--- config.mk ---
export PLATFORM = sky130hd
export DESIGN_NAME = memory_stage
export DESIGN_NICKNAME = d
export VERILOG_FILES = /design/src/mips_pkg.sv /design/src/memory_stage.sv
export SDC_FILE = /design/constraint.sdc
export NUM_CORES = 2
export LEC_CHECK = 0
export BUFFER_PORTS_ARGS = -buffer_cell sky130_fd_sc_hd__buf_2
export CAP_MARGIN = 10
export CORE_MARGIN = 4
export CORE_UTILIZATION = 40
export DETAILED_ROUTE_END_ITERATION = 8
export GPL_TIMING_DRIVEN = 0
export PLACE_DENSITY_LB_ADDON = 0.25
export SYNTH_ARGS = -nofsm -noshare
export SYNTH_HDL_FRONTEND = slang
export SYNTH_SLANG_ARGS = --single-unit
--- constraint.sdc ---
create_clock -name i_clk -period 3.2 [get_ports i_clk]
set_input_delay 0.16 -clock i_clk [delete_from_list [all_inputs] [get_ports i_clk]]
set_output_delay 0.16 -clock i_clk [all_outputs]
set_load 0.05 [all_outputs]
--- src/mips_pkg.sv ---
package mips_pkg;

   // datapath widths
   localparam int NB_DATA  = 32;
   localparam int NB_REG   = 5;
   localparam int NB_IADDR = 6;
   localparam int NB_DADDR = 6;
   localparam int NB_FIELD = 6;

   typedef logic [NB_DATA-1:0]  word_t;
   typedef logic [NB_REG-1:0]   reg_idx_t;
   typedef logic [NB_IADDR-1:0] iaddr_t;
   typedef logic [NB_FIELD-1:0] field_t;

   // all-zero word decodes as sll r0 and retires nothing
   localparam word_t NOP = '0;

   // primary opcodes
   localparam field_t OP_RTYPE = 6'h00;
   localparam field_t OP_J     = 6'h02;
   localparam field_t OP_BEQ   = 6'h04;
   localparam field_t OP_ADDI  = 6'h08;
   localparam field_t OP_LW    = 6'h23;
   localparam field_t OP_SW    = 6'h2b;

   // r-type function codes
   localparam field_t FN_ADDU = 6'h21;
   localparam field_t FN_SUBU = 6'h23;
   localparam field_t FN_AND  = 6'h24;
   localparam field_t FN_OR   = 6'h25;
   localparam field_t FN_SLT  = 6'h2a;

   typedef enum logic [2:0] {
      ALU_ADD,
      ALU_SUB,
      ALU_AND,
      ALU_OR,
      ALU_SLT
   } alu_op_e;

   // operand source for the execute muxes
   typedef enum logic [1:0] {
      FWD_REG,
      FWD_EXMEM,
      FWD_MEMWB
   } fwd_sel_e;

endpackage

--- src/memory_stage.sv ---
`timescale 1ns/1ps

module memory_stage (
   input  logic               i_clk,
   input  logic               i_rst,
   input  mips_pkg::word_t    i_alu,
   input  mips_pkg::word_t    i_store,
   input  mips_pkg::reg_idx_t i_dst,
   input  logic               i_reg_we,
   input  logic               i_mem_rd,
   input  logic               i_mem_we,
   input  logic               i_mem_to_reg,
   output logic               o_wb_en,
   output mips_pkg::reg_idx_t o_wb_reg,
   output mips_pkg::word_t    o_wb_data
);

   mips_pkg::word_t              dmem [2**mips_pkg::NB_DADDR];
   logic [mips_pkg::NB_DADDR-1:0] d_addr;
   mips_pkg::word_t              load_q;
   mips_pkg::word_t              alu_q;
   logic                         mem_to_reg_q;

   // word addressing, byte offset ignored
   assign d_addr = i_alu[mips_pkg::NB_DADDR+1:2];

   always_ff @(posedge i_clk) begin
      if (i_mem_we) begin
         dmem[d_addr] <= i_store;
      end
   end

   // mem/wb payload
   always_ff @(posedge i_clk) begin
      if (i_mem_rd) begin
         load_q <= dmem[d_addr];
      end
      alu_q    <= i_alu;
      o_wb_reg <= i_dst;
   end

   // writes to r0 are dropped here
   always_ff @(posedge i_clk) begin
      if (i_rst) begin
         o_wb_en      <= 1'b0;
         mem_to_reg_q <= 1'b0;
      end else begin
         o_wb_en      <= i_reg_we && (i_dst != '0);
         mem_to_reg_q <= i_mem_to_reg;
      end
   end

   assign o_wb_data = mem_to_reg_q ? load_q : alu_q;

endmodule

==> impl_metrics.toml <==
[worst_setup_path]
crit_start = "i_alu[6]"
r2r-end = "load_q[15]"
required_ps = 3910
r2r_start = "dmem[22][15]"
r2r_cells = 5
crit_type = "input port to flip-flop"
cp-endpoint = "load_q[20]"
worst_path_max_delay_cell = "nor3b_1"
end_kind = "flip-flop"
path_cells = "buf_2, buf_2, clkbuf_1, nor3b_1, clkbuf_1, o21ai_0, and4_1, nand4_1"
crit_fanout = 10
critPathMaxStageDelay_ps = 1080
r2r_slack_ps = 70
worstPathArrival_ps = 4170
start_kind = "input port"

[hold_path]
hold_class = "input port to flip-flop"
hold-path-cell-count = 2
hold_path.startpoint = "i_alu[7]"

[yosys]
yosys.cell_types.count = 61
yosys-top-cells-count = "edfxtp_1, a221oi_1, a22oi_1"
synth-compound-area-share = 0.1081
yosys.area.top_type = "edfxtp_1"
yosysSeqAreaShare = 0.7926
ys_seq_elements = 2119
synth_edf_count = 2080
yosys.area_share.adder = 0
syn_avg_cell_area_sq_um = 18.17
synthArstFlopShare = 0
syn_nets = 4467
yosysTopAreaCellShare = 0.7829
synth-simple-area-share = 0.02680
synth_top_family_by_area = "compound AO/OA/AOI/OAI gates"
ys_warn_count = 0
synthXorXnorAreaFrac = 0
ys.flop_type = "edfxtp_1"
synth.most_common_cell = "edfxtp_1"
synth_area_sq_um = 79790
synth_area_leaders = "edfxtp_1, a221oi_1, a22oi_1, mux4_2, mux2i_1"
synthMuxAreaShare = 0.05257
syn_inst = 4392

[place]
dpl.cell_count = 7262
hpwl_um = 211600
io_buffers = 112
globalplace.congestion = 0.9651
dpl_cell_area_sq_um = 86840

[sta]
slew_headroom = 0.07225
layout_setup_ws_ps = -252.0
tns_ps = -9020
hold_viol = 0
drv_slew = 0
max_freq_ghz = 0.2897
finalSetupViolCount = 137
clock_skew_ps = 72.59
min_period_ps = 3452
fin_crit_sh = 1.079
tightestPinTransition_ps = 1392
rsz0062_at_grt = "false"

[detailed_routing]
drt-total-wl_um = 312600
avgViaCountPerCell = 6.482
drt_iter0_drc = 9287
firstDrtPassIters = 9
final_antenna_net_count = 0
wl_per_cell_um = 39.86
drc = 2
num_vias = 50834

[global_route]
grt-ovfl-total = 0
grt_max_degree = 65
antenna_found_initial = 27
grt_pass1_vias = 48010
grt_first_pass_wirelength_um = 414400
grtUsageTotal = 0.2969

[cells_and_area]
layout.nets = 5095
fin_util = 0.4837
fillers = 16351
reg_top3 = "dmem: 2048 flops, alu_q: 32 flops, load_q: 32 flops"
drive_gt1_frac = 0.1987
largest_reg_flops = 2048
stdcell_area_sq_um = 95690
syn2layout_area_growth_pct = 19.93
fin_cells = 7842
regMostFlops = "dmem"

[run]
maxCapViolations = 0

[die]
die_height_um = 454.6
die_w_um = 454.6
core_sq_um = 197800
pin_count = 113
dieArea_sq_um = 206700
start_util = 0.4033
rows = 163

[clocking]
cts_inserted_buffers = 213
h-tree-depth = 4
cts_tree = "built"
cts_sinks = 2119
clk_latency_ps = 900
path_clk_slew_ps = 60
clockRootBuffer = "clkbuf_16"
clockBufferDepth = 3

[status]
run_status = "finished, violations left"
violations = "DRC, setup timing"

[power]
power_leakage_nw = 30.30
p_total_w = 0.05876
irDropWorstVdd_v = 0.0006211
p_per_area_nw_per_um2 = 614.1
==> kinds of logic (layout without fill, tap and decap cells) <==
family / count (synthesis) / after routing
DFF: 2119 / 2119
AOI/OAI and AO/OA: 1170 / 1170
and+or+nand+nor: 467 / 469
buffers and inverters: 332 / 1126
muxes: 304 / 304
other: 0 / 14
==> power breakdown <==
part           leakage (nW)  switching (W)  internal, W
registers              19.1      0.0000650       0.0307
logic                  8.04        0.00300      0.00106
clock network          3.20         0.0109       0.0130
total                  30.3         0.0140       0.0448
==> placed cells by master (no fill, tap or decap), types with 19 or more instances in the layout <==
cell,n
edfxtp_1,2080
a221oi_1,335
a22oi_1,328
clkbuf_16,214
buf_2,209
clkbuf_1,174
nor2_1,170
mux2i_1,140
o22ai_1,124
o21ai_0,111
buf_4,97
buf_12,94
dlygate4sd3_1,93
a21oi_1,91
mux4_2,84
nand2_1,78
mux2_2,72
nor2_4,65
buf_16,49
clkinv_2,41
dfxtp_1,39
clkinv_1,35
buf_1,34
a22o_1,32
nor3_1,31
a211oi_1,28
o32ai_1,19
==> stage by stage <==
step | setup slack, ps | hold slack [ps]
after CTS | -162.0 | -429.4
final | -252.0 | 59.55
after global routing | 3.506 | 47.12
after floorplan | -229.1 | 187.7
after detailed placement | -2099 | 263.6
after global placement | -4828 | 261.9
==> critical path, delay by kind of cell <==
kind / cells / cell delay, ps
buf+inv: 4 / 1920
compound gates: 1 / 390
simple gates: 3 / 1670
==> worst min path at each step <==
| stage | end | slack (ps) |
|---|---|---|
| 2_1_floorplan | alu_q[0] | 190 |
| 3_3_place_gp | alu_q[8] | 260 |
| 3_5_place_dp | alu_q[14] | 260 |
| 4_1_cts | alu_q[4] | -430 |
| 5_1_grt | alu_q[7] | 50 |
| 6_report | alu_q[7] | 60 |
==> final cells by class <==
cell class / instances / area (sq um) / area share
Inverter: 12 / 45.04 / 0.0004707
Clock inverter: 110 / 953.4 / 0.009964
Buffer: 316 / 1590 / 0.01662
Tap cell: 2640 / 3303 / 0.03452
Clock buffer: 273 / 5597 / 0.05849
Multi-Input combinational cell: 1943 / 15630 / 0.1634
Antenna cell: 14 / 35.03 / 0.0003661
Timing Repair Buffer: 415 / 5290 / 0.05529
Sequential cell: 2119 / 63240 / 0.6609
==> layer usage <==
metal,routed length [um],GRT usage,vias to the layer above
li1,-,-,19685
met5,269,0.005131,-
met4,24830,0.1879,12
met1,111200,0.3836,25833
met2,131700,0.4247,4296
met3,44660,0.1064,1008
==> repair_timing <==
action	CTS	global route
hold endpoints to repair	264	644
cloned	2	0
buffers inserted	68	10
pin swaps	46	6
resized for setup	38	23
setup endpoints to repair	2037	371
hold buffers	79	14
(Power assumes the default switching activity.)
