## src/mips_pkg.sv

```systemverilog
package mips_pkg;

   // datapath widths
   localparam int NB_DATA  = 32;
   localparam int NB_REG   = 5;
   localparam int NB_IADDR = 6;
   localparam int NB_DADDR = 6;
   localparam int NB_FIELD = 6;

   typedef logic [NB_DATA-1:0]  word_t;
   typedef logic [NB_REG-1:0]   reg_idx_t;
   typedef logic [NB_IADDR-1:0] iaddr_t;
   typedef logic [NB_FIELD-1:0] field_t;

   // all-zero word decodes as sll r0 and retires nothing
   localparam word_t NOP = '0;

   // primary opcodes
   localparam field_t OP_RTYPE = 6'h00;
   localparam field_t OP_J     = 6'h02;
   localparam field_t OP_BEQ   = 6'h04;
   localparam field_t OP_ADDI  = 6'h08;
   localparam field_t OP_LW    = 6'h23;
   localparam field_t OP_SW    = 6'h2b;

   // r-type function codes
   localparam field_t FN_ADDU = 6'h21;
   localparam field_t FN_SUBU = 6'h23;
   localparam field_t FN_AND  = 6'h24;
   localparam field_t FN_OR   = 6'h25;
   localparam field_t FN_SLT  = 6'h2a;

   typedef enum logic [2:0] {
      ALU_ADD,
      ALU_SUB,
      ALU_AND,
      ALU_OR,
      ALU_SLT
   } alu_op_e;

   // operand source for the execute muxes
   typedef enum logic [1:0] {
      FWD_REG,
      FWD_EXMEM,
      FWD_MEMWB
   } fwd_sel_e;

endpackage

```

## src/fetch_stage.sv

```systemverilog
`timescale 1ns/1ps

module fetch_stage (
   input  logic             i_clk,
   input  logic             i_rst,
   input  logic             i_imem_we,
   input  mips_pkg::iaddr_t i_imem_addr,
   input  mips_pkg::word_t  i_imem_wdata,
   input  logic             i_stall,
   input  logic             i_redirect,
   input  mips_pkg::word_t  i_tgt,
   output mips_pkg::word_t  o_pc,
   output mips_pkg::word_t  o_instr
);

   mips_pkg::word_t  imem [2**mips_pkg::NB_IADDR];
   mips_pkg::word_t  pc;
   mips_pkg::word_t  pc_plus4;
   mips_pkg::iaddr_t fetch_addr;

   assign fetch_addr = pc[mips_pkg::NB_IADDR+1:2];
   assign pc_plus4   = pc + 32'd4;

   // program load, one word per cycle
   always_ff @(posedge i_clk) begin
      if (i_imem_we) begin
         imem[i_imem_addr] <= i_imem_wdata;
      end
   end

   // pc and if/id register
   always_ff @(posedge i_clk) begin
      if (i_rst) begin
         pc      <= '0;
         o_pc    <= '0;
         o_instr <= mips_pkg::NOP;
      end else if (i_redirect) begin
         // word fetched this cycle is the squashed slot
         pc      <= i_tgt;
         o_pc    <= i_tgt;
         o_instr <= mips_pkg::NOP;
      end else if (!i_stall) begin
         pc      <= pc_plus4;
         o_pc    <= pc_plus4;
         o_instr <= imem[fetch_addr];
      end
   end

endmodule

```

## config.mk

```make
export PLATFORM = sky130hd
export DESIGN_NAME = fetch_stage
export DESIGN_NICKNAME = d
export VERILOG_FILES = /design/src/mips_pkg.sv /design/src/fetch_stage.sv
export SDC_FILE = /design/constraint.sdc
export NUM_CORES = 2
export LEC_CHECK = 0
export BUFFER_PORTS_ARGS = -buffer_cell sky130_fd_sc_hd__buf_2
export CORE_MARGIN = 10
export CORE_UTILIZATION = 55
export CTS_BUF_LIST = sky130_fd_sc_hd__clkbuf_2 sky130_fd_sc_hd__clkbuf_4 sky130_fd_sc_hd__clkbuf_8
export DETAILED_ROUTE_END_ITERATION = 12
export GPL_ROUTABILITY_DRIVEN = 0
export GPL_TIMING_DRIVEN = 0
export PLACE_DENSITY = 0.71
export SLEW_MARGIN = 5
export SYNTH_ARGS = -nofsm -noshare
export SYNTH_HDL_FRONTEND = slang
export SYNTH_SLANG_ARGS = --single-unit
```

## constraint.sdc

```tcl
create_clock -name i_clk -period 5.2 [get_ports i_clk]
set_input_delay 1.04 -clock i_clk [delete_from_list [all_inputs] [get_ports i_clk]]
set_output_delay 1.04 -clock i_clk [all_outputs]
set_load 0.1 [all_outputs]
```

==> report_table.html <==
<table>
<tr><th>Metric</th><th>Value</th></tr>
<tr><th colspan="2">Run status</th></tr>
<tr><td>Outcome</td><td>finished, violations left</td></tr>
<tr><td>Violations in the final reports</td><td>negative setup slack</td></tr>
<tr><th colspan="2">Logic synthesis</th></tr>
<tr><td>Number of unique standard cell types used by synthesis</td><td>64</td></tr>
<tr><td>Most instantiated library cell after synthesis</td><td>edfxtp_1</td></tr>
<tr><td>Proportion of register bits with asynchronous set or reset after synthesis</td><td>0%</td></tr>
<tr><td>Sequential share of the synthesized area</td><td>76.8%</td></tr>
<tr><td>Primary flip-flop cell chosen by synthesis mapping</td><td>edfxtp_1</td></tr>
<tr><td>Post-synth EDFFs</td><td>2048</td></tr>
<tr><td>Yosys warns</td><td>0</td></tr>
<tr><td>Post-Syn Area per Cell</td><td>19.5 sq um</td></tr>
<tr><td>Number of instances in the synthesized netlist</td><td>4194</td></tr>
<tr><td>Commonest cells in the netlist</td><td>2048 x edfxtp_1, 525 x mux2i_1, 244 x mux4_2</td></tr>
<tr><td>Area of the mapped netlist</td><td>81800 sq um</td></tr>
<tr><td>Synth Register Bits</td><td>2112</td></tr>
<tr><td>Yosys top cell area share</td><td>75.2%</td></tr>
<tr><td>Top post-synthesis cells by area</td><td>edfxtp_1 75%, mux4_2 6.7%, mux2i_1 6.4%, a22oi_1 1.7%, dfxtp_1 1.6%</td></tr>
<tr><td>Post-synth net total</td><td>4270</td></tr>
<tr><td>Top cell type by total area after synthesis</td><td>edfxtp_1</td></tr>
<tr><th colspan="2">Power and ir drop</th></tr>
<tr><td>Pwr/cell area</td><td>376 nW/um^2</td></tr>
<tr><td>VDD IR max</td><td>300 uV</td></tr>
<tr><td>Sequential share of power</td><td>53.8%</td></tr>
<tr><td>Total Power Consumption</td><td>35.1 mW</td></tr>
<tr><td>Fraction of power spent switching nets</td><td>23.9%</td></tr>
<tr><td>Cell Int Power</td><td>26.7 mW</td></tr>
<tr><td>Switching power of the nets</td><td>8.40 mW</td></tr>
<tr><td>Leakage Power</td><td>29.4 nW</td></tr>
<tr><td>Proportion of power drawn by combinational gates</td><td>7.6%</td></tr>
<tr><td>Clock Power Share</td><td>38.6%</td></tr>
<tr><th colspan="2">Clock tree</th></tr>
<tr><td>Clock latency on the worst-skew pair</td><td>1.04 ns</td></tr>
<tr><td>CTS tree</td><td>built</td></tr>
<tr><td>Clock Root Buffer</td><td>clkbuf_8</td></tr>
<tr><td>Clock Sinks</td><td>2112</td></tr>
<tr><td>Cts-stage hold buffer count</td><td>0</td></tr>
<tr><td>Clock-pin slew on the worst setup and hold paths</td><td>0.06 ns</td></tr>
<tr><td>Number of levels in the clock H-tree</td><td>5</td></tr>
<tr><td>TritonCTS buffer count</td><td>341</td></tr>
<tr><td>Number of buffers on the longest clock path</td><td>4</td></tr>
<tr><th colspan="2">Layout</th></tr>
<tr><td>Layout-stage area growth over the synthesis result</td><td>14.0%</td></tr>
<tr><td>Final Instance Count excl. Fillers</td><td>6930</td></tr>
<tr><td>Fraction of layout cells with a size suffix above 1</td><td>24.8%</td></tr>
<tr><td>Net count reported at finish</td><td>4822</td></tr>
<tr><th colspan="2">GRT</th></tr>
<tr><td>Total grt overflow</td><td>0</td></tr>
<tr><td>Via count of the first global-routing pass</td><td>44800</td></tr>
<tr><td>Wire length of the first global-routing pass</td><td>343 mm</td></tr>
<tr><td>Overall global routing resource usage</td><td>29.8%</td></tr>
<tr><td>Number of antenna violations at the first check in global routing</td><td>25</td></tr>
<tr><td>Maximum number of pins on one net before global-route repair</td><td>65</td></tr>
<tr><th colspan="2">STA</th></tr>
<tr><td>Final Cycle Share</td><td>100%</td></tr>
<tr><td>Worst setup slack after layout</td><td>-0.00757 ns</td></tr>
<tr><td>Slew at the pin closest to its max-slew limit</td><td>1.35 ns</td></tr>
<tr><td>Relative max-transition margin</td><td>9.06%</td></tr>
<tr><td>Worst Skew</td><td>0.0645 ns</td></tr>
<tr><td>Final Setup Violations</td><td>1</td></tr>
<tr><td>Fin Setup TNS</td><td>-0.00757 ns</td></tr>
<tr><td>Final-report max-slew violation count</td><td>0</td></tr>
<tr><td>Number of hold violations in the final report</td><td>0</td></tr>
<tr><td>Unrepaired setup endpoints after global routing</td><td>false</td></tr>
<tr><td>Minimum clock period after layout</td><td>5.21 ns</td></tr>
<tr><td>Max frequency</td><td>0.192 GHz</td></tr>
<tr><th colspan="2">Worst hold path</th></tr>
<tr><td>Hold-critical path depth</td><td>3</td></tr>
<tr><td>Hold worst-path end</td><td>pc[1]</td></tr>
<tr><td>Source of the worst hold timing path</td><td>i_tgt[1]</td></tr>
<tr><td>Worst min path class</td><td>in -&gt; reg</td></tr>
<tr><th colspan="2">Worst setup path</th></tr>
<tr><td>Req. time, crit path</td><td>6.13 ns</td></tr>
<tr><td>Launching point of the worst reg2reg path</td><td>pc[3]</td></tr>
<tr><td>Startpoint types</td><td>register</td></tr>
<tr><td>R2r endpoint</td><td>o_instr[13]</td></tr>
<tr><td>CP arrival</td><td>6.14 ns</td></tr>
<tr><td>WS Path Type</td><td>reg -&gt; reg</td></tr>
<tr><td>Worst Setup End Kind</td><td>register</td></tr>
<tr><td>Setup slack, reg-to-reg</td><td>-0.008 ns</td></tr>
<tr><td>Maximum net fanout on the critical path</td><td>13</td></tr>
<tr><td>Worst Reg-to-Reg Cells</td><td>9</td></tr>
<tr><th colspan="2">Floorplanning</th></tr>
<tr><td>Die area</td><td>165000 sq um</td></tr>
<tr><td>IO Count</td><td>139</td></tr>
<tr><td>Initial core utilization</td><td>55.3%</td></tr>
<tr><td>Overall die height</td><td>406 microns</td></tr>
<tr><td>Width of the die</td><td>406 microns</td></tr>
<tr><td>Placeable core region</td><td>148000 sq um</td></tr>
<tr><td>Num rows</td><td>141</td></tr>
<tr><th colspan="2">Route</th></tr>
<tr><td>Remaining number of nets flagged by the antenna check after routing</td><td>0</td></tr>
<tr><td>Via density per instance</td><td>6.68</td></tr>
<tr><td>Wire length after detailed routing</td><td>247 mm</td></tr>
<tr><td>Total number of vias</td><td>46300</td></tr>
<tr><td>Detailed-route wire length per cell</td><td>35.6 microns</td></tr>
<tr><td>First-pass iteration count of the detailed router</td><td>8</td></tr>
<tr><td>Remaining DRCs</td><td>0</td></tr>
<tr><td>Starting DRT DRC Count</td><td>8029</td></tr>
<tr><th colspan="2">Place</th></tr>
<tr><td>Port Buffers</td><td>133</td></tr>
<tr><td>Worst-case setup slack after placement</td><td>0.441 ns</td></tr>
<tr><td>Cell total after placement</td><td>6332</td></tr>
<tr><td>Final HPWL from detailed placement</td><td>161 mm</td></tr>
<tr><th colspan="2">Job</th></tr>
<tr><td>Maximum capacitance violations</td><td>0</td></tr>
</table>
[layer usage]
metal,global-route usage [%],part of all wire [%]
met4,15.0,5.8
met5,0,0.041
met1,40.5,36
met2,42.7,43
met3,10.4,15
[power by group through the flow]
stage                     Combinational, mW  Sequential [mW]  Clock, mW
after floorplan                        1.20             19.4          0
after global placement                 2.51             19.2          0
after detailed placement               2.59             19.2          0
after CTS                              2.60             18.9       13.6
after global routing                   2.72             18.9       14.3
final                                  2.68             18.9       13.5
[state kept, by name, summed over array words and instances, names as in the netlist]
name     count
imem      2048
pc          32
o_instr     32
[cell type report]
| type | instances | area, sq um |
|---|---|---|
| Antenna cell | 10 | 25.0 |
| Buffer | 253 | 1250 |
| Clock buffer | 441 | 5490 |
| Clock inverter | 146 | 774 |
| Fill cell | 9955 | 54600 |
| Inverter | 8 | 30.0 |
| Multi-Input combinational cell | 1821 | 18200 |
| Sequential cell | 2112 | 62800 |
| Tap cell | 1930 | 2410 |
| Timing Repair Buffer | 209 | 2240 |
[cells by family (layout without fill, tap and decap cells)]
logic type	Yosys count	in the layout	share of synthesized area [%]
flops	2112	2112	76.8
mux	846	846	14.2
compound gates	524	524	4.75
simple gates	434	434	2.53
buf+inv	261	1057	1.56
xor+xnor	16	16	0.171
fa+ha+maj	1	1	0.0153
other cells	0	10	0
[worst max-delay path, stage by stage (launching register included)]
cell and delay [ns]:
dfxtp_1 0.40, buf_2 0.36, buf_2 0.52, buf_2 0.49
buf_2 0.40, buf_2 0.49, a211oi_1 0.14, o41ai_1 1.15
o21ai_0 0.72, a41oi_1 0.40
[metrics by stage]
step	hold WS [ns]	util [%]	cell area (sq um)
after floorplan	0.638	-	81800
after global placement	0.480	57.4	84900
after detailed placement	0.488	58.7	86800
after CTS	0.169	63.0	93100
after global routing	0.220	63.0	93200
final	0.245	63.1	93200
[placed cells by master, fill, tap and decap left out, types with 25 or more instances in the layout]
| cell type | count |
|---|---|
| buf_4 | 88 |
| o21ai_0 | 38 |
| nor2b_1 | 30 |
| a41oi_1 | 25 |
| mux2_2 | 77 |
| nand3_1 | 65 |
| a22o_1 | 43 |
| nor2_4 | 62 |
| clkbuf_4 | 92 |
| a22oi_1 | 181 |
| a21oi_1 | 36 |
| clkinv_1 | 89 |
| edfxtp_1 | 2048 |
| dfxtp_1 | 64 |
| mux4_2 | 244 |
| buf_12 | 59 |
| mux2i_1 | 525 |
| clkbuf_1 | 104 |
| clkbuf_8 | 349 |
| buf_2 | 174 |
| nor2_1 | 64 |
| nand2_1 | 110 |
| clkinv_2 | 44 |
| a211oi_1 | 29 |
| a31oi_1 | 69 |
[worst max-delay path by stage]
stage / startpoint / endpoint / slack [ns]
6_report: pc[3] / o_instr[13] / -0.008
5_1_grt: pc[4] / o_instr[23] / 0.26
4_1_cts: pc[4] / o_instr[23] / 0.42
3_3_place_gp: i_imem_addr[4] / imem[48][3] / -1.63
2_1_floorplan: i_imem_addr[5] / imem[48][0] / 0.82
3_5_place_dp: pc[4] / o_instr[23] / 0.44
[repair_timing]
action	in CTS	in global routing
gates resized for setup	0	1
setup endpoints to repair	0	1
buffers inserted	0	0
(Power assumes the default switching activity.)
