**src/mips_pkg.sv**
```systemverilog
package mips_pkg;

   // datapath widths
   localparam int NB_DATA  = 32;
   localparam int NB_REG   = 5;
   localparam int NB_IADDR = 6;
   localparam int NB_DADDR = 6;
   localparam int NB_FIELD = 6;

   typedef logic [NB_DATA-1:0]  word_t;
   typedef logic [NB_REG-1:0]   reg_idx_t;
   typedef logic [NB_IADDR-1:0] iaddr_t;
   typedef logic [NB_FIELD-1:0] field_t;

   // all-zero word decodes as sll r0 and retires nothing
   localparam word_t NOP = '0;

   // primary opcodes
   localparam field_t OP_RTYPE = 6'h00;
   localparam field_t OP_J     = 6'h02;
   localparam field_t OP_BEQ   = 6'h04;
   localparam field_t OP_ADDI  = 6'h08;
   localparam field_t OP_LW    = 6'h23;
   localparam field_t OP_SW    = 6'h2b;

   // r-type function codes
   localparam field_t FN_ADDU = 6'h21;
   localparam field_t FN_SUBU = 6'h23;
   localparam field_t FN_AND  = 6'h24;
   localparam field_t FN_OR   = 6'h25;
   localparam field_t FN_SLT  = 6'h2a;

   typedef enum logic [2:0] {
      ALU_ADD,
      ALU_SUB,
      ALU_AND,
      ALU_OR,
      ALU_SLT
   } alu_op_e;

   // operand source for the execute muxes
   typedef enum logic [1:0] {
      FWD_REG,
      FWD_EXMEM,
      FWD_MEMWB
   } fwd_sel_e;

endpackage

```
**src/decode_stage.sv**
```systemverilog
`timescale 1ns/1ps

module decode_stage (
   input  logic                i_clk,
   input  logic                i_rst,
   input  mips_pkg::word_t     i_pc,
   input  mips_pkg::word_t     i_instr,
   input  logic                i_wb_en,
   input  mips_pkg::reg_idx_t  i_wb_reg,
   input  mips_pkg::word_t     i_wb_data,
   input  logic                i_bubble,
   output logic                o_redirect,
   output mips_pkg::word_t     o_tgt,
   output mips_pkg::word_t     o_rs_val,
   output mips_pkg::word_t     o_rt_val,
   output mips_pkg::word_t     o_imm,
   output mips_pkg::reg_idx_t  o_rs,
   output mips_pkg::reg_idx_t  o_rt,
   output mips_pkg::reg_idx_t  o_rd,
   output mips_pkg::alu_op_e   o_alu_op,
   output logic                o_alu_imm,
   output logic                o_reg_we,
   output logic                o_mem_rd,
   output logic                o_mem_we,
   output logic                o_mem_to_reg,
   output mips_pkg::reg_idx_t  o_if_rs,
   output mips_pkg::reg_idx_t  o_if_rt,
   output logic                o_if_branch
);

   mips_pkg::word_t    rf [2**mips_pkg::NB_REG];
   mips_pkg::field_t   opcode;
   mips_pkg::field_t   funct;
   mips_pkg::reg_idx_t rs;
   mips_pkg::reg_idx_t rt;
   mips_pkg::reg_idx_t rd;
   mips_pkg::word_t    imm_ext;
   mips_pkg::word_t    rs_val;
   mips_pkg::word_t    rt_val;
   mips_pkg::alu_op_e  alu_op;
   logic               alu_imm;
   logic               reg_we;
   logic               mem_rd;
   logic               mem_we;
   logic               mem_to_reg;
   logic               dst_rt;
   logic               uses_rs;
   logic               uses_rt;
   logic               is_beq;
   logic               is_j;

   assign opcode  = i_instr[31:26];
   assign rs      = i_instr[25:21];
   assign rt      = i_instr[20:16];
   assign rd      = i_instr[15:11];
   assign funct   = i_instr[5:0];
   assign imm_ext = {{16{i_instr[15]}}, i_instr[15:0]};

   // register read, r0 is hardwired and writeback wins
   function automatic mips_pkg::word_t rf_read(input mips_pkg::reg_idx_t idx);
      if (idx == '0) begin
         return '0;
      end
      if (i_wb_en && (i_wb_reg == idx)) begin
         return i_wb_data;
      end
      return rf[idx];
   endfunction

   always_comb begin
      rs_val = rf_read(rs);
      rt_val = rf_read(rt);
   end

   always_ff @(posedge i_clk) begin
      if (i_rst) begin
         for (int i = 0; i < 2**mips_pkg::NB_REG; i++) begin
            rf[i] <= '0;
         end
      end else if (i_wb_en) begin
         rf[i_wb_reg] <= i_wb_data;
      end
   end

   // main decoder
   always_comb begin
      alu_op = mips_pkg::ALU_ADD;
      {alu_imm, reg_we, mem_rd, mem_we, mem_to_reg} = '0;
      {dst_rt, uses_rs, uses_rt, is_beq, is_j} = '0;
      case (opcode)
         mips_pkg::OP_RTYPE: begin
            {uses_rs, uses_rt, reg_we} = 3'b111;
            case (funct)
               mips_pkg::FN_ADDU: alu_op = mips_pkg::ALU_ADD;
               mips_pkg::FN_SUBU: alu_op = mips_pkg::ALU_SUB;
               mips_pkg::FN_AND:  alu_op = mips_pkg::ALU_AND;
               mips_pkg::FN_OR:   alu_op = mips_pkg::ALU_OR;
               mips_pkg::FN_SLT:  alu_op = mips_pkg::ALU_SLT;
               default:           reg_we = 1'b0;
            endcase
         end
         mips_pkg::OP_ADDI: {uses_rs, alu_imm, reg_we, dst_rt} = 4'b1111;
         mips_pkg::OP_LW:   {uses_rs, alu_imm, reg_we, dst_rt, mem_rd, mem_to_reg} = 6'h3f;
         mips_pkg::OP_SW:   {uses_rs, uses_rt, alu_imm, mem_we} = 4'b1111;
         mips_pkg::OP_BEQ:  {uses_rs, uses_rt, is_beq} = 3'b111;
         mips_pkg::OP_J:    is_j = 1'b1;
         default:           is_j = 1'b0;
      endcase
   end

   // unused source fields read as r0 so they never match a hazard
   assign o_if_rs     = uses_rs ? rs : '0;
   assign o_if_rt     = uses_rt ? rt : '0;
   assign o_if_branch = is_beq;

   // branch resolves here, held back while operands are in flight
   assign o_redirect = ((is_beq && (rs_val == rt_val)) || is_j) && !i_bubble;
   assign o_tgt      = is_j ? {i_pc[31:28], i_instr[25:0], 2'b00}
                            : i_pc + {imm_ext[29:0], 2'b00};

   // id/ex controls
   always_ff @(posedge i_clk) begin
      if (i_rst || i_bubble) begin
         o_alu_op <= mips_pkg::ALU_ADD;
         {o_alu_imm, o_reg_we, o_mem_rd, o_mem_we, o_mem_to_reg} <= '0;
      end else begin
         o_alu_op     <= alu_op;
         o_alu_imm    <= alu_imm;
         o_reg_we     <= reg_we;
         o_mem_rd     <= mem_rd;
         o_mem_we     <= mem_we;
         o_mem_to_reg <= mem_to_reg;
      end
   end

   // id/ex payload
   always_ff @(posedge i_clk) begin
      o_rs_val <= rs_val;
      o_rt_val <= rt_val;
      o_imm    <= imm_ext;
      o_rs     <= o_if_rs;
      o_rt     <= o_if_rt;
      o_rd     <= dst_rt ? rt : rd;
   end

endmodule

```
**config.mk**
```make
export PLATFORM = sky130hd
export DESIGN_NAME = decode_stage
export DESIGN_NICKNAME = d
export VERILOG_FILES = /design/src/mips_pkg.sv /design/src/decode_stage.sv
export SDC_FILE = /design/constraint.sdc
export NUM_CORES = 2
export LEC_CHECK = 0
export ABC_CLOCK_PERIOD_IN_PS = 3900
export BUFFER_PORTS_ARGS = -buffer_cell sky130_fd_sc_hd__buf_2
export CAP_MARGIN = 10
export CORE_MARGIN = 2
export CORE_UTILIZATION = 55
export CTS_BUF_LIST = sky130_fd_sc_hd__clkbuf_16
export CTS_CLUSTER_SIZE = 20
export DETAILED_ROUTE_END_ITERATION = 6
export MAX_ROUTING_LAYER = met4
export PLACE_DENSITY = 0.71
export SETUP_SLACK_MARGIN = 0.2
export SLEW_MARGIN = 20
export SYNTH_ARGS = -nofsm -noshare
export SYNTH_HDL_FRONTEND = slang
export SYNTH_SLANG_ARGS = --single-unit
```
**constraint.sdc**
```tcl
create_clock -name i_clk -period 3.9 [get_ports i_clk]
set_input_delay 0 -clock i_clk [delete_from_list [all_inputs] [get_ports i_clk]]
set_output_delay 0 -clock i_clk [all_outputs]
set_load 0.03 [all_outputs]
```
==> metrics.json <==
{
  "global_route": {
    "globalRoute.totalOverflow": 0,
    "first_pass_grt_wire_length_mm": 296,
    "track_usage_pct": 39.2,
    "grt_max_degree": 54,
    "antenna_found_initial": 20,
    "grt_pass1_vias": 41100
  },
  "finish": {
    "final_net_count": 4592,
    "max_ffs_per_register": 1024,
    "areaGrowthSynthToFinish_pct": 15.2,
    "top_reg_by_flops": "rf",
    "final.fill_count": 7747,
    "sequential_cell_area_um2": 32800,
    "top_flop_regs": "rf (1024), o_rs_val (32), o_rt_val (32)",
    "drive_gt1_share_pct": 30.0,
    "multi_input_area_um2": 25400
  },
  "power_and_ir_drop": {
    "fin_total_pwr_mw": 30.9,
    "clockPowerShare_pct": 38.6,
    "leakagePower_nw": 24.9,
    "power_frac_comb_pct": 15.4,
    "switching_power_mw": 8.16,
    "share_seq_of_total_power_pct": 46.0,
    "cell_internal_pwr_mw": 22.7,
    "peakVddDrop_mv": 0.345,
    "power_per_cell_area_nw_per_um2": 448,
    "sw_frac_of_total_pct": 26.4
  },
  "sta": {
    "finalHoldWorstSlack_ns": 0.0272,
    "clock_skew_ns": 0.0345,
    "slew_violations": 0,
    "fin_crit_sh_pct": 116,
    "setup_viol_count_final": 1,
    "slew_headroom_pct": 38.4,
    "fmaxAchievable_mhz": 222,
    "fin_crit_ns": 4.51,
    "unrepaired_setup_endpoints_after_global_routing": "yes",
    "final-hold-violation-count": 0,
    "timing_worst_slew_pin_value_ns": 0.915,
    "postLayoutSetupSlackWorst_ns": -0.610
  },
  "placement": {
    "gp_congestion": 0.948,
    "place_hpwl_mm": 128,
    "portBuffers": 267
  },
  "critical_path": {
    "worstPathCellList": "mux4_2 > nor2b_1 > a211oi_1 > a21oi_1 > a22oi_2 > o21ai_2 > xor2_1 > or4_4 > and4bb_2 > or4b_4 > buf_6 > o22ai_4 > buf_6",
    "critical_path.endpoint_type": "output pin",
    "critical_path.most_common_cell": "buf_6",
    "arrival_ns": 4.51,
    "delay_of_the_slowest_cell_on_the_worst_path_ns": 0.55,
    "worst-path-max-fanout": 2,
    "worst_setup_path_start_kind": "flop",
    "cp.required_ns": 3.90,
    "worst_path_max_delay_cell": "or4b_4",
    "reg2reg_setup_slack_ns": 1.58,
    "criticalPathCategory": "flop to output pin"
  },
  "floorplan": {
    "core-area_um2": 108000,
    "num_io_pins": 268,
    "floorplan.die.width_um": 334,
    "row_count": 120,
    "chipHeight_um": 334,
    "total_die_area_um2": 111000,
    "initial_core_util_pct": 55.7
  },
  "synth": {
    "synth-seq-area-share_pct": 54.8,
    "postSynth.topFlopCell": "edfxtp_1",
    "synthesized_netlist_net_count": 4258,
    "yosysUniqueCellTypes": 74,
    "syn_inst": 4123,
    "postSynth.asyncResetShare_pct": 0,
    "post_synth_edffs": 1024,
    "yosys_reg_bits": 1126,
    "ys_warn_count": 0,
    "syn_area_per_cell_um2": 14.5,
    "netlist_area_um2": 59800
  },
  "drt": {
    "postRouteWirelength_mm": 213,
    "dr_total_vias": 42000,
    "detailedRoute.firstIterationViolations": 7775,
    "postRouteAntennaNets": 0,
    "firstDrtPassIters": 6,
    "drcViolationCount": 0,
    "viasPerCell": 7.03,
    "post_drt_wl_per_cell_um": 35.6
  },
  "clocking": {
    "max-clock-path-buffers": 3,
    "numCtsBuffers": 119,
    "ctsHtreeMaxLevel": 3,
    "tritoncts_num_sinks": 1126,
    "tritoncts_clock_tree": "yes",
    "cts.reportedPaths.clkPinSlew_ns": 0.06,
    "cts.root.buffer_cell": "clkbuf_16",
    "clock_insertion_delay_worst_skew_ns": 0.74
  },
  "run_status": {
    "failed_checks": "negative setup slack",
    "outcome": "complete, but fails checks"
  },
  "min_path": {
    "path_class_of_the_lowest_slack_min_delay_path": "input port to flop"
  },
  "flow_run": {
    "maxCapViolations": 0
  }
}
-- final cells by class --
| type | count | share of cell area (%) |
|---|---|---|
| Antenna cell | 19 | 0.0690 |
| Clock buffer | 122 | 4.43 |
| Clock inverter | 102 | 1.45 |
| Inverter | 18 | 0.0999 |
| Multi-Input combinational cell | 2567 | 36.9 |
| Sequential cell | 1126 | 47.6 |
| Tap cell | 1403 | 2.55 |
| Timing Repair Buffer | 625 | 6.95 |
-- Yosys cell counts (23+ instances only) --
master    count  area [µm²]
buf_2        50         250
or2_2        35         219
a22oi_1      82         616
xnor2_1      33         289
clkbuf_1    274        1030
a21oi_1      85         425
edfxtp_1   1024       30700
xor2_1       31         272
nand2_1      98         368
dfxtp_1     102        2040
mux4_2      525       11800
nor2b_1      23         144
ha_1         29         363
o21ai_0      94         470
mux2i_1      93         931
buf_4        51         383
o22ai_1      32         200
nor2_1      104         390
and2_1     1042        6520
-- cell usage in the layout, fill, tap and decap left out, drive strengths merged, types with 10 or more instances in the layout --
master	instances
a211oi	21
a221oi	15
edfxtp	1024
nor3	19
clkinv	49
nand3	21
a31oi	13
nand2	98
mux2	16
a22oi	82
a21oi	85
o21ai	96
o22ai	33
dfxtp	102
nand2b	10
xnor2	33
or2	36
ha	29
mux4	525
diode	19
bufinv	20
nor2b	23
clkbuf	123
and2	1042
xor2	31
buf	550
mux2i	93
a21o	13
dlygate4sd3	74
nor2	104
inv	47
-- power groups by stage --
stage / clock network, mW / registers (mW) / logic (mW)
after global routing: 12.3 / 14.3 / 4.87
after floorplan: 0 / 14.6 / 2.56
after global placement: 0 / 14.4 / 4.50
final: 11.9 / 14.2 / 4.76
after CTS: 11.9 / 14.2 / 4.63
after detailed placement: 0 / 14.4 / 4.53
-- worst paths after layout --
check,cells past startpoint,startpoint,endpoint
worst min-delay path,2,i_instr[1],o_imm[1]
worst max-delay path,13,rf[0][12],o_redirect
worst max register to register,6,rf[30][4],o_rs_val[4]
worst min register to register,5,rf[0][10],o_rs_val[10]
-- through the flow --
step	setup WS [ns]	area, µm²	utilization, %	setup TNS (ns)	std cells
after global placement	-0.328	63900	59.5	-0.328	5660
final	-0.610	68900	64.1	-0.610	5982
after CTS	-0.609	68800	64.0	-0.609	5961
after floorplan	0.486	59800	-	0	4123
after detailed placement	-0.291	63900	59.5	-0.291	5660
after global routing	-0.642	68900	64.1	-0.642	5973
-- logic make-up after synthesis --
logic type	count (synthesis)	share of synthesized area, %
xor gates and xnor gates	64	0.937
muxes	634	21.6
and+or+nand+nor	1409	13.9
AOI/OAI and AO/OA	430	4.71
adders and majority gates	30	0.640
buffers and inverters	430	3.34
DFF	1126	54.8
-- routing by layer --
metal  part of all wire, %  track usage (%)  vias to the layer above
met3                    16             13.7                      788
met1                    34             50.2                    21000
met5                     0                -                        -
met2                    44             55.4                     3841
met4                   5.9             19.9                        0
li1                      -                -                    16400
-- worst max-delay path, delay by kind of cell, from the launching register on --
| kind | cells | cell delay, ns |
|---|---|---|
| compound gates | 5 | 0.87 |
| flops | 1 | 0.40 |
| buf+inv | 2 | 0.32 |
| xor+xnor | 1 | 0.19 |
| simple gates | 4 | 1.58 |
| mux | 1 | 0.45 |
-- timing repair --
item,4_1_cts,5_1_grt
endpoints found under the hold margin,1063,0
hold buffers,74,0
resized for setup,14,10
setup endpoints to repair,1,8
buffers inserted,3,1
pin swaps,6,3
gates cloned,0,0
(Power assumes the default switching activity.)
