==> src/mips_pkg.sv <==
package mips_pkg;

   // datapath widths
   localparam int NB_DATA  = 32;
   localparam int NB_REG   = 5;
   localparam int NB_IADDR = 6;
   localparam int NB_DADDR = 6;
   localparam int NB_FIELD = 6;

   typedef logic [NB_DATA-1:0]  word_t;
   typedef logic [NB_REG-1:0]   reg_idx_t;
   typedef logic [NB_IADDR-1:0] iaddr_t;
   typedef logic [NB_FIELD-1:0] field_t;

   // all-zero word decodes as sll r0 and retires nothing
   localparam word_t NOP = '0;

   // primary opcodes
   localparam field_t OP_RTYPE = 6'h00;
   localparam field_t OP_J     = 6'h02;
   localparam field_t OP_BEQ   = 6'h04;
   localparam field_t OP_ADDI  = 6'h08;
   localparam field_t OP_LW    = 6'h23;
   localparam field_t OP_SW    = 6'h2b;

   // r-type function codes
   localparam field_t FN_ADDU = 6'h21;
   localparam field_t FN_SUBU = 6'h23;
   localparam field_t FN_AND  = 6'h24;
   localparam field_t FN_OR   = 6'h25;
   localparam field_t FN_SLT  = 6'h2a;

   typedef enum logic [2:0] {
      ALU_ADD,
      ALU_SUB,
      ALU_AND,
      ALU_OR,
      ALU_SLT
   } alu_op_e;

   // operand source for the execute muxes
   typedef enum logic [1:0] {
      FWD_REG,
      FWD_EXMEM,
      FWD_MEMWB
   } fwd_sel_e;

endpackage

==> src/hazard_unit.sv <==
`timescale 1ns/1ps

module hazard_unit (
   input  mips_pkg::reg_idx_t i_if_rs,
   input  mips_pkg::reg_idx_t i_if_rt,
   input  logic               i_if_branch,
   input  mips_pkg::reg_idx_t i_idex_rs,
   input  mips_pkg::reg_idx_t i_idex_rt,
   input  mips_pkg::reg_idx_t i_idex_dst,
   input  logic               i_idex_we,
   input  logic               i_idex_mem_rd,
   input  mips_pkg::reg_idx_t i_exmem_dst,
   input  logic               i_exmem_we,
   input  mips_pkg::reg_idx_t i_memwb_dst,
   input  logic               i_memwb_we,
   output mips_pkg::fwd_sel_e o_fwd_a,
   output mips_pkg::fwd_sel_e o_fwd_b,
   output logic               o_stall
);

   logic load_use;
   logic branch_wait;

   // youngest producer wins
   function automatic mips_pkg::fwd_sel_e pick_src(input mips_pkg::reg_idx_t src);
      if (src == '0) begin
         return mips_pkg::FWD_REG;
      end
      if (i_exmem_we && (i_exmem_dst == src)) begin
         return mips_pkg::FWD_EXMEM;
      end
      if (i_memwb_we && (i_memwb_dst == src)) begin
         return mips_pkg::FWD_MEMWB;
      end
      return mips_pkg::FWD_REG;
   endfunction

   // producer writes a source of the instruction in if/id
   function automatic logic hits_if(input logic we, input mips_pkg::reg_idx_t dst);
      return we && (dst != '0) && ((dst == i_if_rs) || (dst == i_if_rt));
   endfunction

   always_comb begin
      o_fwd_a     = pick_src(i_idex_rs);
      o_fwd_b     = pick_src(i_idex_rt);
      load_use    = hits_if(i_idex_mem_rd, i_idex_dst);
      // beq compares in decode, so wait until the writer sits in mem/wb
      branch_wait = i_if_branch &&
                    (hits_if(i_idex_we, i_idex_dst) || hits_if(i_exmem_we, i_exmem_dst));
      o_stall     = load_use || branch_wait;
   end

endmodule

==> config.mk <==
export PLATFORM = sky130hd
export DESIGN_NAME = hazard_unit
export DESIGN_NICKNAME = d
export VERILOG_FILES = /design/src/mips_pkg.sv /design/src/hazard_unit.sv
export SDC_FILE = /design/constraint.sdc
export NUM_CORES = 1
export LEC_CHECK = 0
export ABC_AREA = 1
export ABC_CLOCK_PERIOD_IN_PS = 1000
export BUFFER_PORTS_ARGS = -buffer_cell sky130_fd_sc_hd__buf_4
export CAP_MARGIN = 5
export CORE_MARGIN = 2
export CORE_UTILIZATION = 42
export DETAILED_ROUTE_END_ITERATION = 8
export GPL_TIMING_DRIVEN = 1
export PLACE_DENSITY_LB_ADDON = 0.25
export SLEW_MARGIN = 20
export SYNTH_ARGS = -nofsm -noshare
export SYNTH_HDL_FRONTEND = slang
export SYNTH_SLANG_ARGS = --single-unit
==> constraint.sdc <==
create_clock -name vclk -period 1
set_clock_uncertainty 0.1 [all_clocks]
set_input_delay 0.2 -clock vclk [all_inputs]
set_output_delay 0.2 -clock vclk [all_outputs]
set_load 0.01 [all_outputs]
==> results.txt, run 1 <==
The vertical extent of the die came out at about 46 um. The number of vias after detailed routing is 1309. The total grt overflow is 0. The number of antenna diodes in the final layout is 0. The area of the die is between 2000 and 2500 um^2.

Once detail routing completed, the nets flagged for antenna violations numbered 0. The worst setup path is of the input pin to output pin kind. The routed design has ~3400 um of wire.

The final critical-path setup slack came out at -336 ps. The per-instance average area after synthesis came out at about 4.5 um^2. The number of iterations in the first detailed-routing pass came out at 4.

The number of antenna violations at the first check in global routing came out at 0. The end-of-flow core utilization is 83.7%. The pin count of the biggest net entering global routing is 8. The leakage dissipation came out at 0.791 nW. The fraction of met1 tracks used by global routing is 30.2%. The number of maximum-capacitance violations came out at 0. STA classifies the critical path endpoint as an output pin. The min-delay analysis places its worst path in the category input pin to output pin.

Timing would allow up to roughly 750 MHz. The floorplan step set the die width to about 46 um. The signed area change from the synthesized netlist to the final layout came out at 90.2%. The transition at the pin with the smallest max-transition slack came out at between 400 and 500 ps.

After the first detailed-routing iteration, the DRC count stood at slightly above 70. The combined flip-flop and latch cell area is 0 um^2. The flow ran to the end, but the final reports show violations.

The net count after synthesis is about 210. The Yosys step of the flow raised 0 warnings. Across the VDD grid, the largest voltage drop is 0.259 mV. The number of distinct library cells after synthesis came out at 19. The placed wire-length estimate after detailed placement is 2110 um. On the worst path, the slowest cell contributes a delay of roughly 160 ps.

The largest area contributor in the synthesized netlist is sky130_fd_sc_hd__nand2_1. The design has 0 sequential cells. Setup repair after global routing could not meet its margin everywhere. Of the available clock period, the critical path in the final layout requires 134%. The area of the core is ~1700 um^2. After synthesis, the cell types taking the most area are sky130_fd_sc_hd__nand2_1, sky130_fd_sc_hd__inv_1, sky130_fd_sc_hd__nor2_1. The count of unresolved DRC violations after routing came out at 0. The worst setup path is launched from an input pin. The number of rows created at floorplan came out at 15. The arrival time reported for the critical path endpoint came out at approximately 1000 ps. The clock period minus worst slack is roughly 1300 ps. The end point of the most critical hold path is o_fwd_b[0].

After layout, the clock buffer instance count stands at 0. The share of the yosys chip area belonging to registers came out at 0%. The initial cell density of the core came out at between 40 and 50%. The number of buffers added on ports came out at 45. In the global route stage, met2 resource usage came out at about half. The critical path goes through buf_6, inv_2, nand2_1, nand2_1, nor2_1, nand3_1, nand2_1, nand2_1, nand2_2, buf_6. For met3 alone, demand over resource in global routing was slightly below 2%. The hold-critical path depth is 5. The beginning of the worst hold path is i_idex_rt[3]. The count of boundary I/O pins is 45. Setup violations remaining at the end of the flow were counted as 5. The final estimated routing congestion in global placement is 0.911. The combined global-route utilization of all metal layers came out at ~26%. The number of hold violations in the final report came out at 0. The number of pins with negative max-slew slack in the final report came out at 0. Dividing the detail-routed via count by the number of cells gives approximately 5.5.

The cell area power density is about 430 nW/um^2. The final reports fail on negative setup slack. The wire length per cell is around 15 um.

The netlist area before placement is approximately 740 um^2. The relative slew slack came out at between 70% and 80%. The number of buffers added to fix hold violations after cts came out at 0. On the critical path, the stage with the largest delay is an instance of sky130_fd_sc_hd__nor2_1.

The first-pass GRT wire length is between 4000 and 5000 um. The share of cells above drive strength 1 is approximately 48%. The total power of the final layout came out at 0.605 mW. The number of global-route vias before repair came out at 1063. Data on the critical path is required at its endpoint by 700 ps. Counting stages on the worst path, the most repeated cell is sky130_fd_sc_hd__nand2_1. The share of Yosys cell area claimed by the top area cell type is between 30% and 40%. Synthesis handed over a netlist of 167 instances. The net count of the finished layout came out at around 260. In this run the most used layer during global routing was met2. The top fanout value on the critical path came out at 6.
==> where the power goes <==
part / switching, mW / internal [mW]
combinational: 0.305 / 0.300
sequential: 0 / 0
clock: 0 / 0
==> cells in the mapped netlist (all sizes together) <==
master  number
a21boi       1
a21oi        2
buf          1
clkinv       1
inv         33
nand2       67
nand3       10
nand4        2
nor2        23
nor3         5
o211ai       2
o21ai        7
o21bai       1
o22ai        4
xnor2        7
xor2         1
==> worst max-delay path: cells and delay by family <==
kind          cells  cell delay, ps
simple gates      7             570
buf+inv           3             260
==> metrics by stage <==
stage               cells  cell area [um^2]  hold slack [ps]  TNS (ps)  setup slack (ps)
finish                237              1410              723     -1380              -336
global route          237              1410              746     -1570              -366
CTS                   236              1260              739     -1230              -262
detailed placement    234              1160              739     -1540              -369
global placement      234              1160              723     -1380              -316
floorplan             167               768              489      -244             -77.5
==> timing repair <==
item                                    4_1_cts  5_1_grt
buffers inserted                              2        1
pin swaps                                    17       28
cloned                                        0        0
endpoints found under the setup margin        5        5
gates resized for setup                      34       47
==> how the worst max path moves through the flow <==
stage,startpoint,end,slack [ps],depth (start not counted)
2_1_floorplan,i_exmem_dst[4],o_fwd_b[0],-80,4
3_3_place_gp,i_idex_rs[4],o_fwd_a[0],-320,7
3_5_place_dp,i_idex_rs[4],o_fwd_a[0],-370,7
4_1_cts,i_exmem_dst[4],o_fwd_b[1],-260,6
5_1_grt,i_exmem_dst[2],o_stall,-370,10
6_report,i_exmem_dst[2],o_stall,-340,10
==> final cells by class <==
type                       count  area, um^2
fill                         115         275
timing repair buffer          54         514
tap                           17        21.3
inverter                      34         158
multi-input combinational    132         721
==> layer usage <==
layer	up-vias	share of wire [%]	wire (um)
li1	620	-	-
met1	579	35	1200
met2	83	52	1790
met3	27	8.0	275
met4	0	5.2	178
met5	-	0	0
==> cells by family after synthesis <==
logic type,synth area share [%]
buffers and inverters,17.8
AO/OA/AOI/OAI,13.5
XOR/XNOR,9.43
AND/OR/NAND/NOR,59.3
==> cells in the final DEF (no fill, tap or decap) <==
| cell type | netlist | final |
|---|---|---|
| sky130_fd_sc_hd__buf_12 | 0 | 3 |
| sky130_fd_sc_hd__inv_2 | 9 | 11 |
| sky130_fd_sc_hd__buf_8 | 0 | 5 |
| sky130_fd_sc_hd__a21oi_1 | 2 | 1 |
| sky130_fd_sc_hd__a21boi_2 | 0 | 1 |
| sky130_fd_sc_hd__nand3_1 | 10 | 9 |
| sky130_fd_sc_hd__inv_1 | 24 | 15 |
| sky130_fd_sc_hd__o22ai_1 | 4 | 4 |
| sky130_fd_sc_hd__nand4_1 | 2 | 2 |
| sky130_fd_sc_hd__nand2_1 | 67 | 56 |
| sky130_fd_sc_hd__nor2_2 | 0 | 8 |
| sky130_fd_sc_hd__inv_8 | 0 | 1 |
| sky130_fd_sc_hd__xor2_1 | 1 | 1 |
| sky130_fd_sc_hd__o21ai_0 | 6 | 2 |
| sky130_fd_sc_hd__nor2_4 | 0 | 1 |
| sky130_fd_sc_hd__inv_6 | 0 | 2 |
| sky130_fd_sc_hd__o21ai_2 | 0 | 1 |
| sky130_fd_sc_hd__buf_4 | 0 | 37 |
| sky130_fd_sc_hd__nand2_2 | 0 | 11 |
| sky130_fd_sc_hd__buf_6 | 0 | 9 |
| sky130_fd_sc_hd__o21bai_1 | 1 | 1 |
| sky130_fd_sc_hd__nand3_2 | 0 | 1 |
| sky130_fd_sc_hd__nor2_1 | 23 | 14 |
| sky130_fd_sc_hd__o211ai_1 | 2 | 2 |
| sky130_fd_sc_hd__xnor2_1 | 7 | 4 |
| sky130_fd_sc_hd__nor3_2 | 3 | 4 |
| sky130_fd_sc_hd__xnor2_2 | 0 | 3 |
| sky130_fd_sc_hd__o21ai_1 | 1 | 4 |
| sky130_fd_sc_hd__inv_4 | 0 | 5 |
| sky130_fd_sc_hd__a21oi_2 | 0 | 1 |
| sky130_fd_sc_hd__nor3_4 | 0 | 1 |
Note: power is estimated with default switching activity, not from simulation.
==> inputs of run 2 (changes only) <==
--- a/config.mk
+++ b/config.mk
@@ -7,7 +7,7 @@
 export LEC_CHECK = 0
 export ABC_AREA = 1
 export ABC_CLOCK_PERIOD_IN_PS = 1000
-export BUFFER_PORTS_ARGS = -buffer_cell sky130_fd_sc_hd__buf_4
+export BUFFER_PORTS_ARGS = -buffer_cell sky130_fd_sc_hd__buf_2
 export CAP_MARGIN = 5
 export CORE_MARGIN = 2
 export CORE_UTILIZATION = 42
==> results.txt, run 2 (synthesis results as in run 1) <==
The number of antenna violations at the first check in global routing came out at 0 (unchanged). The count of unresolved DRC violations after routing came to 0 (unchanged). The relative slew slack is 80.4% (+8.7 points). The filler cell count came out at 124 (+7.8%). The largest stage delay on the critical path came out at 150 ps (about the same). The number of buffers added to fix hold violations after cts is 0 (unchanged). The checks that failed: negative setup slack.

The clock period minus worst slack is 1310 ps (-29.4 ps). The peak supply drop came out at 0.268 mV (+3.6%). The number of buffers added on ports came out at 45 (unchanged). The pin count of the biggest net entering global routing is 8 (unchanged). The combined global-route utilization of all metal layers came out at 24.0% (-1.9 points). The number of vias per cell after detailed routing came out at 5.29 (-4.2%).

The setup TNS after final layout came out at -1280 ps (+96.8 ps). The number of iterations in the first detailed-routing pass came out at 5 (+1). The total grt overflow came out at 0 (unchanged). The cell area power density came to 418 nW/um^2 (-2.3%). The area of the die came out at 2120 um^2 (unchanged). The number of clock buffers in the layout came out at 0 (unchanged). The area after detailed placement is 1040 um^2 (-9.7%).

The path class of the lowest-slack min-delay path is input pin to output pin. The final estimated routing congestion in global placement is 0.938 (+3.0%). The combined flip-flop and latch cell area came out at 0 um^2 (unchanged). The wire length per cell came out at 12.7 um (-13%). The instance count after placement with tap cells included came out at 234 (unchanged).

The area of the core came out at 1690 um^2 (unchanged). The count of boundary I/O pins is 45 (unchanged). The final routed wirelength across all metal layers is 3000 um (-13%). The number of maximum-capacitance violations came out at 0 (unchanged). The origin of the worst setup path is i_idex_rt[4].

The number of hold violations in the final report was 0 (unchanged). The number of buffers and inverters on the critical path is 2 (-1). The signal on the critical path passes through buf_12, xnor2_2, o21ai_1, nor2_1, nand3_1, nor2_2, buf_2. The worst hold slack was 742 ps (+19.1 ps). The final critical-path setup slack is -307 ps (+29.4 ps). STA classifies the critical path startpoint as an input pin.

The worst setup timing slack at the placement stage came out at -324 ps (+44.5 ps). The initial cell density of the core came out at 44.0% (unchanged). The number of sequential storage elements is 0 (unchanged). The share of cells above drive strength 1 was 45.5% (-2.3 points). The top fanout value on the critical path came out at 3 (-3).

The arrival time reported for the critical path endpoint is 1010 ps (-30 ps). The vertical extent of the die came out at 46.1 um (unchanged). The placed wire-length estimate after detailed placement is 1970 um (-6.7%).

The setup path with the least slack is of type input pin to output pin. The maximum clock frequency is 765 MHz (+2.2%). The library cell used most frequently in the layout, excluding fill and tap cells, is sky130_fd_sc_hd__nand2_1. The run finished, with violations left. The antenna cell count is 0 (unchanged). The number of vias after detailed routing is 1254 (-4.2%). In this design, the largest share of critical-path delay is due to simple AND/OR/NAND/NOR gates. The share of the cycle needed by the critical path after routing is 131% (-2.9 points). The number of standard cells in the final layout excluding fillers is 237 (unchanged). Setup repair after global routing could not meet its margin everywhere. The detailed router's first-iteration violation count is 51 (-28%).

The leakage dissipation is 0.775 nW (-2.0%). The post-route cell area is 1340 um^2 (-5.5%). The number of pins with negative max-slew slack in the final report is 0 (unchanged).

STA classifies the critical path endpoint as an output pin. The final number of setup-violating endpoints is 5 (unchanged). The number of global-route vias before repair is 959 (-9.8%). The signed area change from the synthesized netlist to the final layout came out at 79.8%. The remaining number of nets flagged by the antenna check after routing came out at 0 (unchanged). The number of rows created at floorplan was 15 (unchanged). For this design, the slowest cell found on the critical path is sky130_fd_sc_hd__xnor2_2. The chip width came out at 46.1 um (unchanged). The required time reported for the critical path endpoint is 700 ps (about the same). The first-pass GRT wire length came out at 3900 um (-6.9%). The transition at the pin with the smallest max-transition slack came to 293 ps (-130 ps). The net count of the finished layout is 262 (unchanged). In the layout the commonest cells are sky130_fd_sc_hd__nand2_1, sky130_fd_sc_hd__buf_2, sky130_fd_sc_hd__nor2_1, sky130_fd_sc_hd__inv_2, sky130_fd_sc_hd__buf_4. The beginning of the worst hold path is i_exmem_dst[1].
run 2: cell types whose count changed in the layout (fill, tap and decap cells not counted), moves of 3 or more:
cell	before	now
sky130_fd_sc_hd__buf_4	37	13
sky130_fd_sc_hd__buf_2	0	23
sky130_fd_sc_hd__nand2_1	56	62
sky130_fd_sc_hd__nand2_2	11	5
sky130_fd_sc_hd__inv_2	11	15
sky130_fd_sc_hd__inv_1	15	12
run 2: per-layer routing:
| metal | wire length (um) | vias to the layer above | track usage, % |
|---|---|---|---|
| li1 | - | 625 | - |
| met1 | 1160 | 561 | 32.4 |
| met2 | 1580 | 64 | 41.1 |
| met3 | 202 | 4 | 1.96 |
| met4 | 53 | 0 | 5.14 |
| met5 | 0 | - | 0 |
run 2: final cells by class:
class              instances  area [um^2]  share of cell area, %
multi-input cells        132          721                   53.9
repair buffers            54          452                   33.8
inverters                 34          143                   10.7
well taps                 17         21.3                   1.59
run 2: report_power, final:
group / switching (mW) / internal (mW) / total [mW] / leakage [nW]
clock: 0 / 0 / 0 / 0
sequential: 0 / 0 / 0 / 0
combinational: 0.283 / 0.276 / 0.559 / 0.775
run 2: final timing paths:
path	end	cells past startpoint
setup / recovery	o_fwd_b[1]	7
hold / removal	o_fwd_b[0]	5
run 2: per-stage QoR:
step                util [%]  power (mW)
floorplan                  -       0.220
global placement        61.9       0.384
detailed placement      61.9       0.394
CTS                     70.3       0.459
global route            79.1       0.601
finish                  79.1       0.559
run 2: timing repair:
item	4_1_cts	5_1_grt
buffers inserted	3	0
resized for setup	39	46
pin swaps	16	29
setup endpoints to repair	5	5
endpoints found under the hold margin	0	0
run 2: tightest hold or removal path, stage by stage:
cell	delay (ps)
sky130_fd_sc_hd__buf_6	100
sky130_fd_sc_hd__nand2_1	50
sky130_fd_sc_hd__nand4_1	120
sky130_fd_sc_hd__nor3_2	40
sky130_fd_sc_hd__buf_2	130
==> inputs of run 3 (changes only) <==
--- a/config.mk
+++ b/config.mk
@@ -18,3 +18,4 @@
 export SYNTH_ARGS = -nofsm -noshare
 export SYNTH_HDL_FRONTEND = slang
 export SYNTH_SLANG_ARGS = --single-unit
+export TNS_END_PERCENT = 20
==> results.txt, run 3 (synthesis results as in run 1) <==
Compared with the post-synthesis result, the final layout area differs by 76.9%. The critical path class is input pin to output pin. The number of clock buffers in the layout is 0 (unchanged).

The worst hold slack was 750 ps (+8.15 ps). The number of standard cells in the final layout excluding fillers was 239 (+0.84%). The chip width is 46.1 um (unchanged). The top cell types in the final layout, fill and taps aside, are sky130_fd_sc_hd__nand2_1, sky130_fd_sc_hd__buf_2, sky130_fd_sc_hd__inv_1, sky130_fd_sc_hd__nor2_1, sky130_fd_sc_hd__buf_4. The proportion of power drawn by flip-flops and latches is 0% (unchanged). The min-delay analysis places its worst path in the category input pin to output pin. The number of rows created at floorplan came out at 15 (unchanged). The peak supply drop is 0.241 mV (-10%). The number of maximum-capacitance violations came out at 0 (unchanged). The net count of the finished layout came out at 264 (+0.76%).

The most frequent standard cell in the layout excluding fill and tap cells is sky130_fd_sc_hd__nand2_1. The leakage dissipation came out at 0.767 nW (-1.1%). The number of buffers added on ports came out at 45 (unchanged).

The final estimated routing congestion in global placement came to 0.867 (-7.6%). The wire length per cell is 12.4 um (-2.0%). The antenna cell count came out at 0 (unchanged).

The number of global-route vias before repair is 999 (+4.2%). The first-pass GRT wire length is 3880 um (-0.54%). The placed wire-length estimate after detailed placement came out at 2010 um (+2.2%). The transition at the pin with the smallest max-transition slack is 372 ps (+79.0 ps). The detailed router's first-iteration violation count is 37 (-27%).

The clock group share of total power came to 0% (unchanged). The total grt overflow is 0 (unchanged). The instance count after placement with tap cells included came out at 238 (+1.7%). The area of the core is 1690 um^2 (unchanged). The post-route cell area was 1320 um^2 (-1.6%). The total net switching power is 0.288 mW (+1.7%).

The required time reported for the critical path endpoint came out at 700 ps (about the same). The arrival time reported for the critical path endpoint came to 1030 ps (+20 ps). The area of the die is 2120 um^2 (unchanged). The end-of-flow core utilization was 77.9% (-1.3 points). The number of vias per cell after detailed routing came to 5.12 (-3.2%). The switching share of power came out at 52.8% (+2.2 points). The area after detailed placement is 1070 um^2 (+2.4%). Setup repair after global routing could not meet its margin everywhere. STA classifies the critical path endpoint as an output pin. The cell-internal power came out at 0.257 mW (-6.8%).

The combined global-route utilization of all metal layers is 23.7% (-0.34 points). The combined flip-flop and latch cell area came to 0 um^2 (unchanged). The combinational power share was 100.0% (about the same). The final critical-path setup slack came out at -330 ps (-23.5 ps). The worst setup path is launched from an input pin.

The top fanout value on the critical path came out at 7 (+4). The initial cell density of the core is 44.0% (unchanged). The count of boundary I/O pins came out at 45 (unchanged). The worst setup timing slack at the placement stage was -346 ps (-22.2 ps). The number of vias after detailed routing came to 1224 (-2.4%). The number of pins with negative max-slew slack in the final report was 0 (unchanged). The final reports fail on negative setup slack. The relative slew slack is 75.1% (-5.3 points). The number of hold violations in the final report came out at 0 (unchanged).

The run finished, with violations left. The remaining number of nets flagged by the antenna check after routing came out at 0 (unchanged). The vertical extent of the die came out at 46.1 um (unchanged). The total power of the final layout is 0.545 mW (-2.5%). The count of unresolved DRC violations after routing came out at 0 (unchanged).

The number of antenna violations at the first check in global routing was 0 (unchanged). The share of cells above drive strength 1 was 44.1% (-1.3 points). The cell area power density came out at 414 nW/um^2 (-0.91%). The maximum clock frequency is 752 MHz (-1.8%). The share of the cycle needed by the critical path after routing is 133% (+2.3 points). The setup TNS after final layout is -1390 ps (-107 ps). The pin count of the biggest net entering global routing came out at 8 (unchanged). The final routed wirelength across all metal layers is 2970 um (-1.1%).

The final number of setup-violating endpoints was 5 (unchanged). The number of iterations in the first detailed-routing pass is 4 (-1). The number of sequential storage elements came out at 0 (unchanged). The clock period minus worst slack came out at 1330 ps (+23.5 ps). The number of buffers added to fix hold violations after cts is 0 (unchanged). The filler cell count is 128 (+3.2%).
[run 3: critical path, cell delays in order]
cell                      delay, ps
sky130_fd_sc_hd__buf_8          110
sky130_fd_sc_hd__o21ai_0        230
sky130_fd_sc_hd__nor2_1          90
sky130_fd_sc_hd__nand2_1        140
sky130_fd_sc_hd__nor2_2          60
sky130_fd_sc_hd__nor2_2          80
sky130_fd_sc_hd__buf_2          120
[run 3: power groups by stage]
stage	registers, mW	clock network, mW	logic, mW
after global placement	0	0	0.397
final	0	0	0.545
after CTS	0	0	0.464
after global routing	0	0	0.592
after floorplan	0	0	0.218
after detailed placement	0	0	0.407
[run 3: area by class of cell]
| cell class | count | area [um^2] | share of cell area, % |
|---|---|---|---|
| inverter | 34 | 150 | 11.4 |
| multi-input combinational | 132 | 722 | 54.9 |
| tap | 17 | 21.3 | 1.62 |
| timing repair buffer | 56 | 422 | 32.1 |
[run 3: final timing paths]
| check | end | cells past startpoint | start |
|---|---|---|---|
| setup / recovery | o_fwd_a[1] | 7 | i_exmem_dst[0] |
| hold / removal | o_fwd_b[0] | 5 | i_exmem_dst[1] |
[run 3: repair_timing]
item	CTS	global route
setup endpoints to repair	5	5
gates resized for setup	41	36
setup buffers	1	0
endpoints found under the hold margin	0	0
pin swaps	18	30
[run 3: routing by layer]
metal	GRT usage [%]	wire, um	vias to the layer above
met5	0	0	-
met4	2.86	52	0
met3	0.784	114	6
met2	45.0	1610	37
met1	29.8	1190	556
li1	-	-	625
